===== src/hw/periph_pkg.sv =====
`default_nettype none

package periph_pkg;

    ////////////////////////////////////////////////////////////
    // Register map
    ////////////////////////////////////////////////////////////

    localparam logic [15:0] addr_div  = 16'hFF04;
    localparam logic [15:0] addr_tima = 16'hFF05;
    localparam logic [15:0] addr_tma  = 16'hFF06;
    localparam logic [15:0] addr_tac  = 16'hFF07;
    localparam logic [15:0] addr_if   = 16'hFF0F;
    localparam logic [15:0] addr_ie   = 16'hFFFF;

    localparam logic [7:0] unmapped_read = 8'hFF;

    // Register offsets inside the timer block
    localparam logic [1:0] sel_div  = 2'd0;
    localparam logic [1:0] sel_tima = 2'd1;
    localparam logic [1:0] sel_tma  = 2'd2;
    localparam logic [1:0] sel_tac  = 2'd3;

    // Register offsets inside the interrupt block
    localparam logic [1:0] sel_if = 2'd0;
    localparam logic [1:0] sel_ie = 2'd1;

    ////////////////////////////////////////////////////////////
    // Interrupts
    ////////////////////////////////////////////////////////////

    localparam int irq_count = 5;
    localparam logic [7:0] irq_vector_base = 8'h40;
    localparam int irq_vector_step = 8;
    // Bit 0 vblank, 1 lcd status, 2 timer, 3 serial, 4 joypad
    localparam int irq_timer = 2;

    typedef logic [7:0] irq_vec_t;

    ////////////////////////////////////////////////////////////
    // Bus and register access
    ////////////////////////////////////////////////////////////

    typedef struct packed {
        logic [15:0] addr;
        logic [7:0]  wdata;
        logic        write;
    } bus_req_t;

    typedef enum logic [1:0] {
        target_none  = 2'd0,
        target_timer = 2'd1,
        target_intr  = 2'd2
    } reg_target_e;

    typedef struct packed {
        reg_target_e target;
        logic [1:0]  reg_sel;
        logic [7:0]  wdata;
        logic        write;
        logic        strobe;
    } reg_access_t;

    // TAC as written by software, and its two live fields
    typedef struct packed {
        logic [4:0] reserved;
        logic       enable;
        logic [1:0] clock_sel;
    } tac_fields_t;

    typedef union packed {
        logic [7:0]  raw;
        tac_fields_t f;
    } tac_u;

endpackage

`default_nettype wire


===== src/hw/bus_request_port.sv =====
`timescale 1ns/1ps
`default_nettype none

module bus_request_port (
    input  wire                     clk,
    input  wire                     rst,
    input  wire periph_pkg::bus_req_t req,
    input  wire                     req_valid,
    input  wire                     rsp_full,
    output logic                    req_ready,
    output periph_pkg::reg_access_t access,
    output logic                    read_strobe
);
    import periph_pkg::*;

    bus_req_t req_q;
    logic     held_q;
    logic     accept;
    logic     fire;

    // A read stays put while the response slot is taken
    assign fire = held_q && (req_q.write || !rsp_full);

    assign req_ready   = !held_q || fire;
    assign accept      = req_valid && req_ready;
    assign read_strobe = fire && !req_q.write;

    ////////////////////////////////////////////////////////////
    // Holding register
    ////////////////////////////////////////////////////////////

    always_ff @(posedge clk or posedge rst) begin
        if (rst) begin
            held_q <= 1'b0;
        end else if (accept) begin
            held_q <= 1'b1;
        end else if (fire) begin
            held_q <= 1'b0;
        end
    end

    always_ff @(posedge clk) begin
        if (accept) begin
            req_q <= req;
        end
    end

    ////////////////////////////////////////////////////////////
    // Address decode
    ////////////////////////////////////////////////////////////

    always_comb begin
        access.wdata   = req_q.wdata;
        access.write   = req_q.write;
        access.strobe  = fire;
        access.target  = target_none;
        access.reg_sel = 2'd0;
        case (req_q.addr)
            addr_div: begin
                access.target  = target_timer;
                access.reg_sel = sel_div;
            end
            addr_tima: begin
                access.target  = target_timer;
                access.reg_sel = sel_tima;
            end
            addr_tma: begin
                access.target  = target_timer;
                access.reg_sel = sel_tma;
            end
            addr_tac: begin
                access.target  = target_timer;
                access.reg_sel = sel_tac;
            end
            addr_if: begin
                access.target  = target_intr;
                access.reg_sel = sel_if;
            end
            addr_ie: begin
                access.target  = target_intr;
                access.reg_sel = sel_ie;
            end
            default: begin
                // Unmapped reads return the fill value
                access.target = target_none;
            end
        endcase
    end

endmodule

`default_nettype wire


===== src/hw/tima_timer.sv =====
`timescale 1ns/1ps
`default_nettype none

module tima_timer (
    input  wire                        clk,
    input  wire                        rst,
    input  wire periph_pkg::reg_access_t access,
    output logic [7:0]                 rdata,
    output logic                       overflow
);
    import periph_pkg::*;

    logic [15:0] div_q;
    logic [7:0]  tima_q;
    logic [7:0]  tma_q;
    tac_u        tac_q;

    logic        wr_timer;
    logic        div_bit;
    logic        tick_src;
    logic        tick_src_q;
    logic        tick;
    logic [8:0]  tima_inc;
    logic        reload_q;
    logic        overflow_q;

    assign wr_timer = access.strobe && access.write && (access.target == target_timer);

    ////////////////////////////////////////////////////////////
    // Clock select and edge detect
    ////////////////////////////////////////////////////////////

    // Periods 1024, 16, 64, 256 clocks
    always_comb begin
        case (tac_q.f.clock_sel)
            2'd0:    div_bit = div_q[9];
            2'd1:    div_bit = div_q[3];
            2'd2:    div_bit = div_q[5];
            default: div_bit = div_q[7];
        endcase
    end

    assign tick_src = div_bit && tac_q.f.enable;

    // Falling edge of the gated bit; a DIV clear can also cause one
    assign tick     = tick_src_q && !tick_src;
    assign tima_inc = {1'b0, tima_q} + 9'd1;

    ////////////////////////////////////////////////////////////
    // Divider
    ////////////////////////////////////////////////////////////

    always_ff @(posedge clk or posedge rst) begin
        if (rst) begin
            div_q <= 16'd0;
        end else if (wr_timer && (access.reg_sel == sel_div)) begin
            div_q <= 16'd0;
        end else begin
            div_q <= div_q + 16'd1;
        end
    end

    ////////////////////////////////////////////////////////////
    // TIMA, TMA, TAC
    ////////////////////////////////////////////////////////////

    always_ff @(posedge clk or posedge rst) begin
        if (rst) begin
            tima_q     <= 8'd0;
            tma_q      <= 8'd0;
            tac_q      <= '0;
            tick_src_q <= 1'b0;
            reload_q   <= 1'b0;
            overflow_q <= 1'b0;
        end else begin
            tick_src_q <= tick_src;
            overflow_q <= 1'b0;

            // Reload wins, and a TIMA write in that cycle is lost
            if (reload_q) begin
                tima_q     <= tma_q;
                reload_q   <= 1'b0;
                overflow_q <= 1'b1;
            end else if (wr_timer && (access.reg_sel == sel_tima)) begin
                tima_q <= access.wdata;
            end else if (tick) begin
                tima_q   <= tima_inc[7:0];
                reload_q <= tima_inc[8];
            end

            if (wr_timer && (access.reg_sel == sel_tma)) begin
                tma_q <= access.wdata;
            end
            if (wr_timer && (access.reg_sel == sel_tac)) begin
                tac_q.raw <= access.wdata;
            end
        end
    end

    assign overflow = overflow_q;

    // Read mux
    always_comb begin
        rdata = tima_q;
        case (access.reg_sel)
            sel_div:  rdata = div_q[15:8];
            sel_tima: rdata = tima_q;
            sel_tma:  rdata = tma_q;
            sel_tac:  rdata = tac_q.raw;
            default:  rdata = tima_q;
        endcase
    end

endmodule

`default_nettype wire


===== src/hw/interrupt_flags.sv =====
`timescale 1ns/1ps
`default_nettype none

module interrupt_flags (
    input  wire                        clk,
    input  wire                        rst,
    input  wire periph_pkg::reg_access_t access,
    input  wire                        timer_overflow,
    input  wire [3:0]                  ext_irq,
    input  wire                        irq_ack,
    output logic [7:0]                 rdata,
    output logic                       irq_req,
    output periph_pkg::irq_vec_t       irq_vector
);
    import periph_pkg::*;

    logic [irq_count-1:0] if_q;
    logic [irq_count-1:0] ie_q;
    logic [irq_count-1:0] src;
    logic [irq_count-1:0] pending;
    logic [irq_count-1:0] ack_mask;
    logic [irq_count-1:0] if_next;
    logic [2:0]           sel_idx;
    logic                 wr_intr;

    assign wr_intr = access.strobe && access.write && (access.target == target_intr);

    // External lines fill the slots around the timer bit
    always_comb begin
        src[1:0]       = ext_irq[1:0];
        src[irq_timer] = timer_overflow;
        src[4:3]       = ext_irq[3:2];
    end

    ////////////////////////////////////////////////////////////
    // Priority with the lowest bit first
    ////////////////////////////////////////////////////////////

    assign pending = if_q & ie_q;

    always_comb begin
        sel_idx = 3'd0;
        for (int i = irq_count - 1; i >= 0; i--) begin
            if (pending[i]) begin
                sel_idx = 3'(i);
            end
        end
    end

    assign irq_req    = |pending;
    assign irq_vector = irq_vector_base + irq_vec_t'(sel_idx) * irq_vec_t'(irq_vector_step);

    ////////////////////////////////////////////////////////////
    // IF and IE
    ////////////////////////////////////////////////////////////

    always_comb begin
        ack_mask = '0;
        if (irq_ack && irq_req) begin
            ack_mask[sel_idx] = 1'b1;
        end
        if_next = if_q;
        if (wr_intr && (access.reg_sel == sel_if)) begin
            if_next = access.wdata[irq_count-1:0];
        end
        // New pulses beat the acknowledge clear
        if_next = (if_next & ~ack_mask) | src;
    end

    always_ff @(posedge clk or posedge rst) begin
        if (rst) begin
            if_q <= '0;
            ie_q <= '0;
        end else begin
            if_q <= if_next;
            if (wr_intr && (access.reg_sel == sel_ie)) begin
                ie_q <= access.wdata[irq_count-1:0];
            end
        end
    end

    // Unused upper bits read high
    always_comb begin
        case (access.reg_sel)
            sel_if:  rdata = {{(8 - irq_count){1'b1}}, if_q};
            sel_ie:  rdata = {{(8 - irq_count){1'b1}}, ie_q};
            default: rdata = unmapped_read;
        endcase
    end

endmodule

`default_nettype wire


===== src/hw/read_response_port.sv =====
`timescale 1ns/1ps
`default_nettype none

module read_response_port (
    input  wire                        clk,
    input  wire                        rst,
    input  wire                        read_strobe,
    input  wire [7:0]                  timer_rdata,
    input  wire [7:0]                  intr_rdata,
    input  wire periph_pkg::reg_target_e target,
    input  wire                        rsp_ready,
    output logic [7:0]                 rsp_data,
    output logic                       rsp_valid,
    output logic                       full
);
    import periph_pkg::*;

    logic [7:0] read_sel;
    logic [7:0] data_q;
    logic       valid_q;

    always_comb begin
        case (target)
            target_timer: read_sel = timer_rdata;
            target_intr:  read_sel = intr_rdata;
            default:      read_sel = unmapped_read;
        endcase
    end

    // Slot frees up in the same cycle it drains
    assign full = valid_q && !rsp_ready;

    always_ff @(posedge clk or posedge rst) begin
        if (rst) begin
            valid_q <= 1'b0;
        end else if (read_strobe) begin
            valid_q <= 1'b1;
        end else if (rsp_ready) begin
            valid_q <= 1'b0;
        end
    end

    always_ff @(posedge clk) begin
        if (read_strobe) begin
            data_q <= read_sel;
        end
    end

    assign rsp_data  = data_q;
    assign rsp_valid = valid_q;

endmodule

`default_nettype wire


===== src/hw/periph_top.sv =====
`timescale 1ns/1ps
`default_nettype none

module periph_top (
    input  wire                      clk,
    input  wire                      rst,
    input  wire periph_pkg::bus_req_t req,
    input  wire                      req_valid,
    input  wire                      rsp_ready,
    input  wire [3:0]                ext_irq,
    input  wire                      irq_ack,
    output logic                     req_ready,
    output logic [7:0]               rsp_data,
    output logic                     rsp_valid,
    output logic                     irq_req,
    output periph_pkg::irq_vec_t     irq_vector
);
    import periph_pkg::*;

    reg_access_t access;
    logic        read_strobe;
    logic        rsp_full;
    logic [7:0]  timer_rdata;
    logic [7:0]  intr_rdata;
    logic        timer_overflow;

    ////////////////////////////////////////////////////////////
    // Bus side
    ////////////////////////////////////////////////////////////

    bus_request_port bus_request_port_inst (
        .clk         (clk),
        .rst         (rst),
        .req         (req),
        .req_valid   (req_valid),
        .rsp_full    (rsp_full),
        .req_ready   (req_ready),
        .access      (access),
        .read_strobe (read_strobe)
    );

    read_response_port read_response_port_inst (
        .clk         (clk),
        .rst         (rst),
        .read_strobe (read_strobe),
        .timer_rdata (timer_rdata),
        .intr_rdata  (intr_rdata),
        .target      (access.target),
        .rsp_ready   (rsp_ready),
        .rsp_data    (rsp_data),
        .rsp_valid   (rsp_valid),
        .full        (rsp_full)
    );

    ////////////////////////////////////////////////////////////
    // Timer and interrupt controller
    ////////////////////////////////////////////////////////////

    tima_timer tima_timer_inst (
        .clk      (clk),
        .rst      (rst),
        .access   (access),
        .rdata    (timer_rdata),
        .overflow (timer_overflow)
    );

    interrupt_flags interrupt_flags_inst (
        .clk            (clk),
        .rst            (rst),
        .access         (access),
        .timer_overflow (timer_overflow),
        .ext_irq        (ext_irq),
        .irq_ack        (irq_ack),
        .rdata          (intr_rdata),
        .irq_req        (irq_req),
        .irq_vector     (irq_vector)
    );

endmodule

`default_nettype wire


===== config.mk =====
export PLATFORM = sky130hd
export DESIGN_NAME = periph_top
export DESIGN_NICKNAME = d
export VERILOG_FILES = /design/src/hw/periph_pkg.sv /design/src/hw/bus_request_port.sv /design/src/hw/tima_timer.sv /design/src/hw/interrupt_flags.sv /design/src/hw/read_response_port.sv /design/src/hw/periph_top.sv
export SDC_FILE = /design/constraint.sdc
export NUM_CORES = 1
export LEC_CHECK = 0
export ABC_CLOCK_PERIOD_IN_PS = 4080
export BUFFER_PORTS_ARGS = -buffer_cell sky130_fd_sc_hd__buf_2
export CAP_MARGIN = 5
export CELL_PAD_IN_SITES_DETAIL_PLACEMENT = 0
export CELL_PAD_IN_SITES_GLOBAL_PLACEMENT = 1
export CORE_MARGIN = 2
export CORE_UTILIZATION = 47
export CTS_CLUSTER_SIZE = 20
export DETAILED_ROUTE_END_ITERATION = 8
export PLACE_DENSITY = 0.85
export SYNTH_ARGS = -nofsm -noshare
export SYNTH_HDL_FRONTEND = slang
export SYNTH_SLANG_ARGS = --single-unit

===== constraint.sdc =====
create_clock -name clk -period 4.08 [get_ports clk]
set_input_delay 0 -clock clk [delete_from_list [all_inputs] [get_ports clk]]
set_output_delay 0 -clock clk [all_outputs]
set_load 0.1 [all_outputs]

==> results of run 1 <==
==> cell families after synthesis <==
group           Yosys count
compound gates           46
mux                      42
other cells               2
xor+xnor                 19
simple gates            123
buf+inv                  29
fa+ha+maj                 4
flops                    88
==> flip-flops by register name, indices dropped and copies added, names as in the netlist <==
register and count:
bus_request_port_inst.held_q 1, tima_timer_inst.tac_q 8, tima_timer_inst.tima_q 8, tima_timer_inst.tick_src_q 1
bus_request_port_inst.access 9, bus_request_port_inst.req_q 16, interrupt_flags_inst.if_q 5, tima_timer_inst.div_q 16
read_response_port_inst.rsp_data 8, tima_timer_inst.reload_q 1, tima_timer_inst.overflow 1, tima_timer_inst.tma_q 8
interrupt_flags_inst.ie_q 5, read_response_port_inst.rsp_valid 1
==> final timing paths <==
kind | from | endpoint | slack [ns] | depth (start not counted)
max | bus_request_port_inst.req_q[9] | interrupt_flags_inst.if_q[1] | 0.47 | 8
min | irq_ack | interrupt_flags_inst.if_q[3] | 0.05 | 4
max reg2reg | bus_request_port_inst.req_q[9] | interrupt_flags_inst.if_q[1] | 0.47 | 8
min reg2reg | tima_timer_inst.overflow | interrupt_flags_inst.if_q[2] | 0.46 | 1
max in group asynchronous | rst | tima_timer_inst.tima_q[1] | 3.12 | 4
min in group asynchronous | rst | tima_timer_inst.tma_q[6] | 0.11 | 3
==> final cells by class <==
cell class	count	area, µm²
clock inverter	7	53.8
sequential	88	2370
multi-input combinational	239	1810
inverter	13	48.8
fill	727	3680
clock buffer	9	124
tap	108	135
timing repair buffer	83	591
==> power by group <==
part | total (µW) | leakage, µW | internal (µW) | switching (µW)
Clock | 564 | 0.0000944 | 228 | 336
Sequential | 996 | 0.00104 | 958 | 38.4
Combinational | 153 | 0.00104 | 56.0 | 96.7
==> cells in the mapped netlist, drive strengths merged, types with 3 or more instances <==
master	n	area share, %
nor3	9	1.2
o221a	4	1.0
a21oi	3	0.44
xnor2	12	2.4
o211ai	5	0.87
clkbuf	3	0.26
xor2	7	1.4
dfrtp	55	32
edfxtp	33	23
o21ai	4	0.46
ha	4	1.2
and2	4	0.58
o21bai	3	0.52
a21o	4	0.70
mux2	27	7.1
mux2i	14	3.3
nand2	17	1.7
a221o	4	0.93
buf	13	2.0
nor2	31	3.1
or3	3	0.44
nand2b	5	0.90
nand4	10	1.8
a211o	4	0.81
inv	13	1.1
and3	6	0.87
nor2b	6	0.87
nand3	25	3.0
==> critical path: cells and delay by family, from the launching register on <==
kind / cells / cell delay, ns
buf+inv: 1 / 0.55
flops: 1 / 0.72
compound gates: 3 / 0.92
mux: 1 / 0.38
fa+ha+maj: 1 / 0.41
simple gates: 2 / 0.52
==> routing by layer <==
layer,global-route usage [%],part of all wire (%),routed length (µm),vias to the layer above
met5,0,0,0,-
met4,8.22,1.2,114,0
met3,3.30,5.5,521,10
met2,31.4,48,4600,110
met1,28.3,45,4250,1524
li1,-,-,-,1451
==> metrics by stage <==
stage	utilization [%]	setup WS (ns)	cells	hold slack (ns)	power [µW]
floorplan	-	0.969	356	0.0923	1100
global placement	52.3	0.875	497	-0.0520	1140
detailed placement	52.3	0.784	497	-0.0535	1140
CTS	58.2	0.464	547	0.0380	1720
global route	58.2	0.203	547	0.0587	1780
finish	58.2	0.473	547	0.0485	1710
==> results.toml, run 1 <==
[status]
status = "completed"

[sta]
finClkSkew_ns = 0.00855
period_minus_slack_ns = 3.61
worstMarginPinSlew_ns = 1.16
fin_tns_setup_ns = 0
grt_setup_unrepaired = "no"
max_freq_mhz = 277
final_hold_viol_count = 0
slew_viol_final = 0
period_share_pct = 88.4
setup_viol = 0
relSlewSlack_pct = 22.3

[global_route]
antenna_found_initial = 0
grt-ovfl-total = 0
grt_pass1_wl_um = 15400
grt_pass1_vias = 3020
grt_max_degree = 45
grtUsageTotal_pct = 20.2

[setup_path]
path_class = "reg -> reg"
worst_ep_required_time_ns = 4.33
critPathSlowestCell = "edfxtp_1"
cp_slowest_stage_delay_ns = 0.72
cp.arrival_ns = 3.86
crit_fanout = 12
start_kind = "register"
cp-end-kind = "register"
worstPathCellList = "nand4_1, a211oi_1, ha_1, nand3_1, a21oi_2, mux2_2, a21o_1, dlygate4sd3_1"

[detailed_routing]
via_per_inst = 5.66
wl_per_cell_um = 17.3
wl_um = 9480
num_vias = 3095
drt_iter0_markers = 219
first_pass_iters = 7
drc = 0
postRouteAntennaNets = 0

[die]
io_pins = 53
dieArea_mm2 = 0.00995
rows = 34
dieHeight_um = 99.7
coreArea_mm2 = 0.00881
start_util_pct = 48.9
fp.dieW_um = 99.7

[synth]
synth.cell_area_mm2 = 0.00431
synth_simple_gate_area_share_pct = 15.8
yosysSeqAreaShare_pct = 55.0
synthFlopType = "dfrtp_1"
synthXorXnorAreaFrac_pct = 3.86
yosys.area_share.adder_pct = 1.16
syn_area_per_cell_um2 = 12.2
ys_types = 58
synth_edf_count = 33
synthMuxAreaShare_pct = 10.8
synthCells = 353
yosysWarnings = 0
synth-seq-cells = 88
synth_top_family_by_area = "simple AND/OR/NAND/NOR gates"
synth-compound-area-share_pct = 9.79
synthArstFlopShare_pct = 62.5

[clock_tree]
cts_tree = "built"
path_clk_slew_ns = 0.10
post_cts.repair.setup_buffers = 0
clock_latency_ns = 0.36
cts-hold-fix-buffers = 34
htree_levels = 3
clock_sinks = 88
post_cts_resized = 0
cts_root_buffer = "clkbuf_8"
numCtsBuffers = 9
max-clock-path-buffers = 2

[place]
hpwl_um = 6590
placedInstanceArea_mm2 = 0.00461
routabilityCongestion = 0.841
port_buffers = 47

[final_layout]
nets = 472
layout_common_cells = "dfrtp_1, buf_2, dlygate4sd3_1, edfxtp_1, nor2_1"
mostFrequentLayoutCell = "dfrtp_1"
design_area_mm2 = 0.00513
layout-drive-gt1-share_pct = 25.5
area_delta_synth_final_pct = 19.0
antenna_cells = 0

[power]
powerDensity_mw_per_mm2 = 334
leakage_uw = 0.00217
peakVddDrop_mv = 0.216

[flow_run]
cap_viol_max_count = 0

[min_path]
min-delay-path-class = "in -> reg"
(Power assumes the default switching activity.)
==> run 2: changes to the inputs <==
--- a/config.mk
+++ b/config.mk
@@ -14,6 +14,7 @@
 export CORE_UTILIZATION = 47
 export CTS_CLUSTER_SIZE = 20
 export DETAILED_ROUTE_END_ITERATION = 8
+export GPL_TIMING_DRIVEN = 0
 export PLACE_DENSITY = 0.85
 export SYNTH_ARGS = -nofsm -noshare
 export SYNTH_HDL_FRONTEND = slang
==> run 2 against run 1 <==
Against the previous run:
- power grew 6.8%
- wire length decreased by 1.3%
- sequential cell count unchanged
- via count down 1.4%
- clock-buffer cell count did not move
- sequential share of layout area is 1.5 points lower
- worst hold slack worse by 0.0049 ns
- final area grew 3.4%
- die area unchanged
- core utilization up 2.0 points
==> results.toml, run 2 (same netlist as run 1, synthesis figures left out) <==
[global_route]
antenna_found_initial = 0
grt_max_degree = 31
grt_pass1_vias = 3055
grt-ovfl-total = 0
grtUsageTotal_pct = 20.5
grt_pass1_wl_um = 15600

[sta]
slew_viol_final = 0
period_share_pct = 89.4
worstMarginPinSlew_ns = 0.766
final_hold_viol_count = 0
finClkSkew_ns = 0.00974
setup_viol = 0
grt_setup_unrepaired = "no"
max_freq_mhz = 274
period_minus_slack_ns = 3.65
worst_slack_ns = 0.432
fin_tns_setup_ns = 0
relSlewSlack_pct = 48.8

[die]
coreArea_mm2 = 0.00881
fp.dieW_um = 99.7
dieHeight_um = 99.7
dieArea_mm2 = 0.00995
rows = 34
io_pins = 53
start_util_pct = 48.9

[place]
placedInstanceArea_mm2 = 0.00474
hpwl_um = 6550
routabilityCongestion = 0.891
port_buffers = 47
dp.cells = 513
pre_cts_ws_ns = 0.473

[power]
fin_total_pwr_uw = 1830
powerDensity_mw_per_mm2 = 345
peakVddDrop_mv = 0.228
leakage_uw = 0.00226

[clock_tree]
clock_sinks = 88
clock_latency_ns = 0.36
path_clk_slew_ns = 0.09
cts_tree = "built"
htree_levels = 3
post_cts.repair.setup_buffers = 0
numCtsBuffers = 9
cts_root_buffer = "clkbuf_8"
max-clock-path-buffers = 2

[setup_path]
start_kind = "register"
cp.arrival_ns = 3.89
worst_ep_required_time_ns = 4.32
rr_startpoint = "bus_request_port_inst.req_q[13]"
r2r_slack_ns = 0.43
path_class = "reg -> reg"
crit_fanout = 8
cp-end-kind = "register"
worstRegToRegCells = 9
startpoint = "bus_request_port_inst.req_q[13]"
r2r-end = "interrupt_flags_inst.if_q[0]"
worstSetupEndpoint = "interrupt_flags_inst.if_q[0]"

[detailed_routing]
wl_per_cell_um = 16.6
wl_um = 9360
num_vias = 3053
postRouteAntennaNets = 0
via_per_inst = 5.42
drt_iter0_markers = 179
first_pass_iters = 4
drc = 0

[min_path]
hp-start = "irq_ack"
min-delay-path-class = "in -> reg"
hold_depth = 4

[final_layout]
area_delta_synth_final_pct = 23.1
layout_common_cells = "dfrtp_1, buf_2, dlygate4sd3_1, edfxtp_1, nor2_1"
nets = 488
layout-drive-gt1-share_pct = 26.8
design_area_mm2 = 0.00530
antenna_cells = 0
mostFrequentLayoutCell = "dfrtp_1"
n_fill_cell = 730
instances_no_fill = 563
multiInputGateArea_mm2 = 0.00181
seq_area_mm2 = 0.00237

[status]
status = "completed"

[flow_run]
cap_viol_max_count = 0
## run 2: routing by layer
layer / vias up / part of all wire [%] / track usage (%) / wire length (µm)
met5: - / 0 / 0 / 0
met4: 0 / 0.42 / 5.06 / 39
met3: 2 / 4.3 / 4.36 / 407
met2: 72 / 49 / 33.1 / 4620
met1: 1488 / 46 / 28.4 / 4300
li1: 1491 / - / - / -
## run 2: stage by stage
step / util, % / hold WS [ns]
2_1_floorplan: - / 0.0923
3_3_place_gp: 53.2 / 0.176
3_5_place_dp: 53.8 / 0.0956
4_1_cts: 60.2 / 0.0306
5_1_grt: 60.2 / 0.0447
6_report: 60.2 / 0.0436
## run 2: how the worst min path moves through the flow
stage	endpoint	slack (ns)
after CTS	interrupt_flags_inst.if_q[3]	0.03
final	interrupt_flags_inst.if_q[3]	0.04
after global routing	interrupt_flags_inst.if_q[3]	0.04
after floorplan	interrupt_flags_inst.if_q[0]	0.09
after detailed placement	tima_timer_inst.tma_q[6]	0.1
after global placement	bus_request_port_inst.req_q[15]	0.18
## run 2: worst max-delay path, stage by stage (launching register included)
cell and delay [ns]:
edfxtp_1 0.43, or4_4 0.61, a211oi_1 0.32, ha_1 0.21
buf_1 0.31, nand3_1 0.18, a21oi_2 0.37, mux2_2 0.39
a21o_1 0.17, dlygate4sd3_1 0.54
## run 2: what timing repair did
| action | in CTS | in global routing |
|---|---|---|
| hold endpoints to repair | 56 | 0 |
| gates resized for setup | 0 | 0 |
| hold buffers | 34 | 0 |
## run 2: area by class of cell
type	count	share of cell area, %
multi-input cells	239	34.1
repair buffers	83	11.8
flip-flops and latches	88	44.6
clock buffers	9	2.34
inverters	13	0.920
plain buffers	16	1.84
clock inverters	7	1.89
well taps	108	2.55
## run 2: power by group
group,internal (µW),total [µW],switching [µW]
sequential,957,990,32.2
clock,351,675,324
combinational,64.2,165,101
total,1370,1830,457
==> run 3: changes to the inputs <==
--- a/config.mk
+++ b/config.mk
@@ -11,11 +11,12 @@
 export CELL_PAD_IN_SITES_DETAIL_PLACEMENT = 0
 export CELL_PAD_IN_SITES_GLOBAL_PLACEMENT = 1
 export CORE_MARGIN = 2
-export CORE_UTILIZATION = 47
+export CORE_UTILIZATION = 49
+export CTS_BUF_LIST = sky130_fd_sc_hd__clkbuf_2 sky130_fd_sc_hd__clkbuf_4 sky130_fd_sc_hd__clkbuf_8
 export CTS_CLUSTER_SIZE = 20
 export DETAILED_ROUTE_END_ITERATION = 8
 export GPL_TIMING_DRIVEN = 0
-export PLACE_DENSITY = 0.85
+export PLACE_DENSITY = 0.88
 export SYNTH_ARGS = -nofsm -noshare
 export SYNTH_HDL_FRONTEND = slang
 export SYNTH_SLANG_ARGS = --single-unit
==> run 3 against run 2 <==
Against the previous run:
- combinational power hardly changed
- sequential power is essentially flat
- core utilization is 0.55 points higher
- largest power group unchanged
==> results.toml, run 3 (same netlist as run 1, synthesis figures left out) <==
[final_layout]
area_delta_synth_final_pct = 21.8
mostFrequentLayoutCell = "dfrtp_1"
layout_common_cells = "dfrtp_1, buf_2, dlygate4sd3_1, edfxtp_1, nor2_1"
layout-drive-gt1-share_pct = 26.6
nets = 488
antenna_cells = 0
instances_no_fill = 563

[setup_path]
worst_ep_required_time_ns = 4.33
crit_fanout = 8
cp_slowest_stage_delay_ns = 0.61
cp.arrival_ns = 3.95
path_class = "reg -> reg"
worstPathCellList = "or4_4, a211oi_1, ha_1, buf_1, nand3_1, a21oi_2, mux2_2, a21o_1, dlygate4sd3_1"
critPathSlowestCell = "or4_4"
start_kind = "register"
cp-end-kind = "register"

[detailed_routing]
postRouteAntennaNets = 0
drt_iter0_markers = 137
routed.top_layer = "met4"
wl_um = 9620
met2WireLength_um = 4850
num_vias = 3129
drc = 0
via_per_inst = 5.56
met1_length_um = 4100
wl_per_cell_um = 17.1
first_pass_iters = 4
wl_met3_um = 476

[sta]
slew_viol_final = 0
final_hold_viol_count = 0
relSlewSlack_pct = 48.5
period_minus_slack_ns = 3.70
finClkSkew_ns = 0.00790
period_share_pct = 90.7
worst_slack_ns = 0.381
worstMarginPinSlew_ns = 0.769
max_freq_mhz = 270
grt_setup_unrepaired = "no"
setup_viol = 0
fin_tns_setup_ns = 0

[global_route]
grt_pass1_wl_um = 15700
antenna_found_initial = 0
grt_pass1_vias = 3102
grt_max_degree = 30
grtUsageTotal_pct = 21.2
grt-ovfl-total = 0

[min_path]
min-delay-path-class = "in -> reg"

[die]
dieArea_mm2 = 0.00956
dieHeight_um = 97.8
coreArea_mm2 = 0.00864
io_pins = 53
rows = 34
fp.dieW_um = 97.8
start_util_pct = 49.9

[clock_tree]
cts_tree = "built"
cts-hold-fix-buffers = 34
clock_sinks = 88
cts_root_buffer = "clkbuf_8"
path_clk_slew_ns = 0.09
clock_latency_ns = 0.37
max-clock-path-buffers = 2
post_cts_resized = 0
htree_levels = 3
post_cts.repair.setup_buffers = 0
numCtsBuffers = 9

[place]
routabilityCongestion = 0.860
dp.cells = 513
pre_cts_ws_ns = 0.482
port_buffers = 47
hpwl_um = 6600

[power]
leakage_uw = 0.00223
fin_total_pwr_uw = 1700
powerDensity_mw_per_mm2 = 323
peakVddDrop_mv = 0.227

[status]
status = "completed"

[flow_run]
cap_viol_max_count = 0
run 3: final cells by class:
class / instances / area, µm²
Sequential cell: 88 / 2370
Inverter: 13 / 48.8
Clock buffer: 9 / 124
Timing Repair Buffer: 83 / 623
Fill cell: 686 / 3390
Buffer: 16 / 97.6
Multi-Input combinational cell: 239 / 1810
Clock inverter: 7 / 45.0
Tap cell: 108 / 135
run 3: worst paths after layout:
| kind | from | slack (ns) | to | cells past startpoint |
|---|---|---|---|---|
| min in group asynchronous | rst | 0.27 | tima_timer_inst.tac_q[7] | 3 |
| worst min-delay path | irq_ack | 0.03 | interrupt_flags_inst.if_q[3] | 4 |
| worst max register to register | bus_request_port_inst.req_q[13] | 0.38 | interrupt_flags_inst.if_q[0] | 9 |
| max in group asynchronous | rst | 3.24 | tima_timer_inst.tma_q[2] | 4 |
| worst max-delay path | bus_request_port_inst.req_q[13] | 0.38 | interrupt_flags_inst.if_q[0] | 9 |
| worst min register to register | tima_timer_inst.overflow | 0.45 | interrupt_flags_inst.if_q[2] | 1 |
run 3: report_power, final:
group / switching [µW] / internal (µW)
logic: 103 / 64.3
registers: 32.6 / 957
clock network: 317 / 222
run 3: routing by layer:
| layer | vias to the layer above | GRT usage (%) |
|---|---|---|
| met4 | 0 | 7.69 |
| met3 | 17 | 4.58 |
| li1 | 1485 | - |
| met2 | 87 | 35.7 |
| met5 | - | 0 |
| met1 | 1540 | 27.2 |
run 3: critical path, delay by kind of cell (launching register included):
family          cells  cell delay, ns
compound gates      3            0.89
buf+inv             2            0.87
simple gates        2            0.80
flops               1            0.43
mux                 1            0.38
fa+ha+maj           1            0.22
run 3: stage by stage:
stage                     area (µm²)  utilization, %  hold slack, ns
final                           5250            60.8          0.0348
after global routing            5250            60.8          0.0837
after CTS                       5250            60.8          0.0228
after detailed placement        4740            54.9           0.130
after global placement          4690            54.3           0.176
after floorplan                 4320               -          0.0923
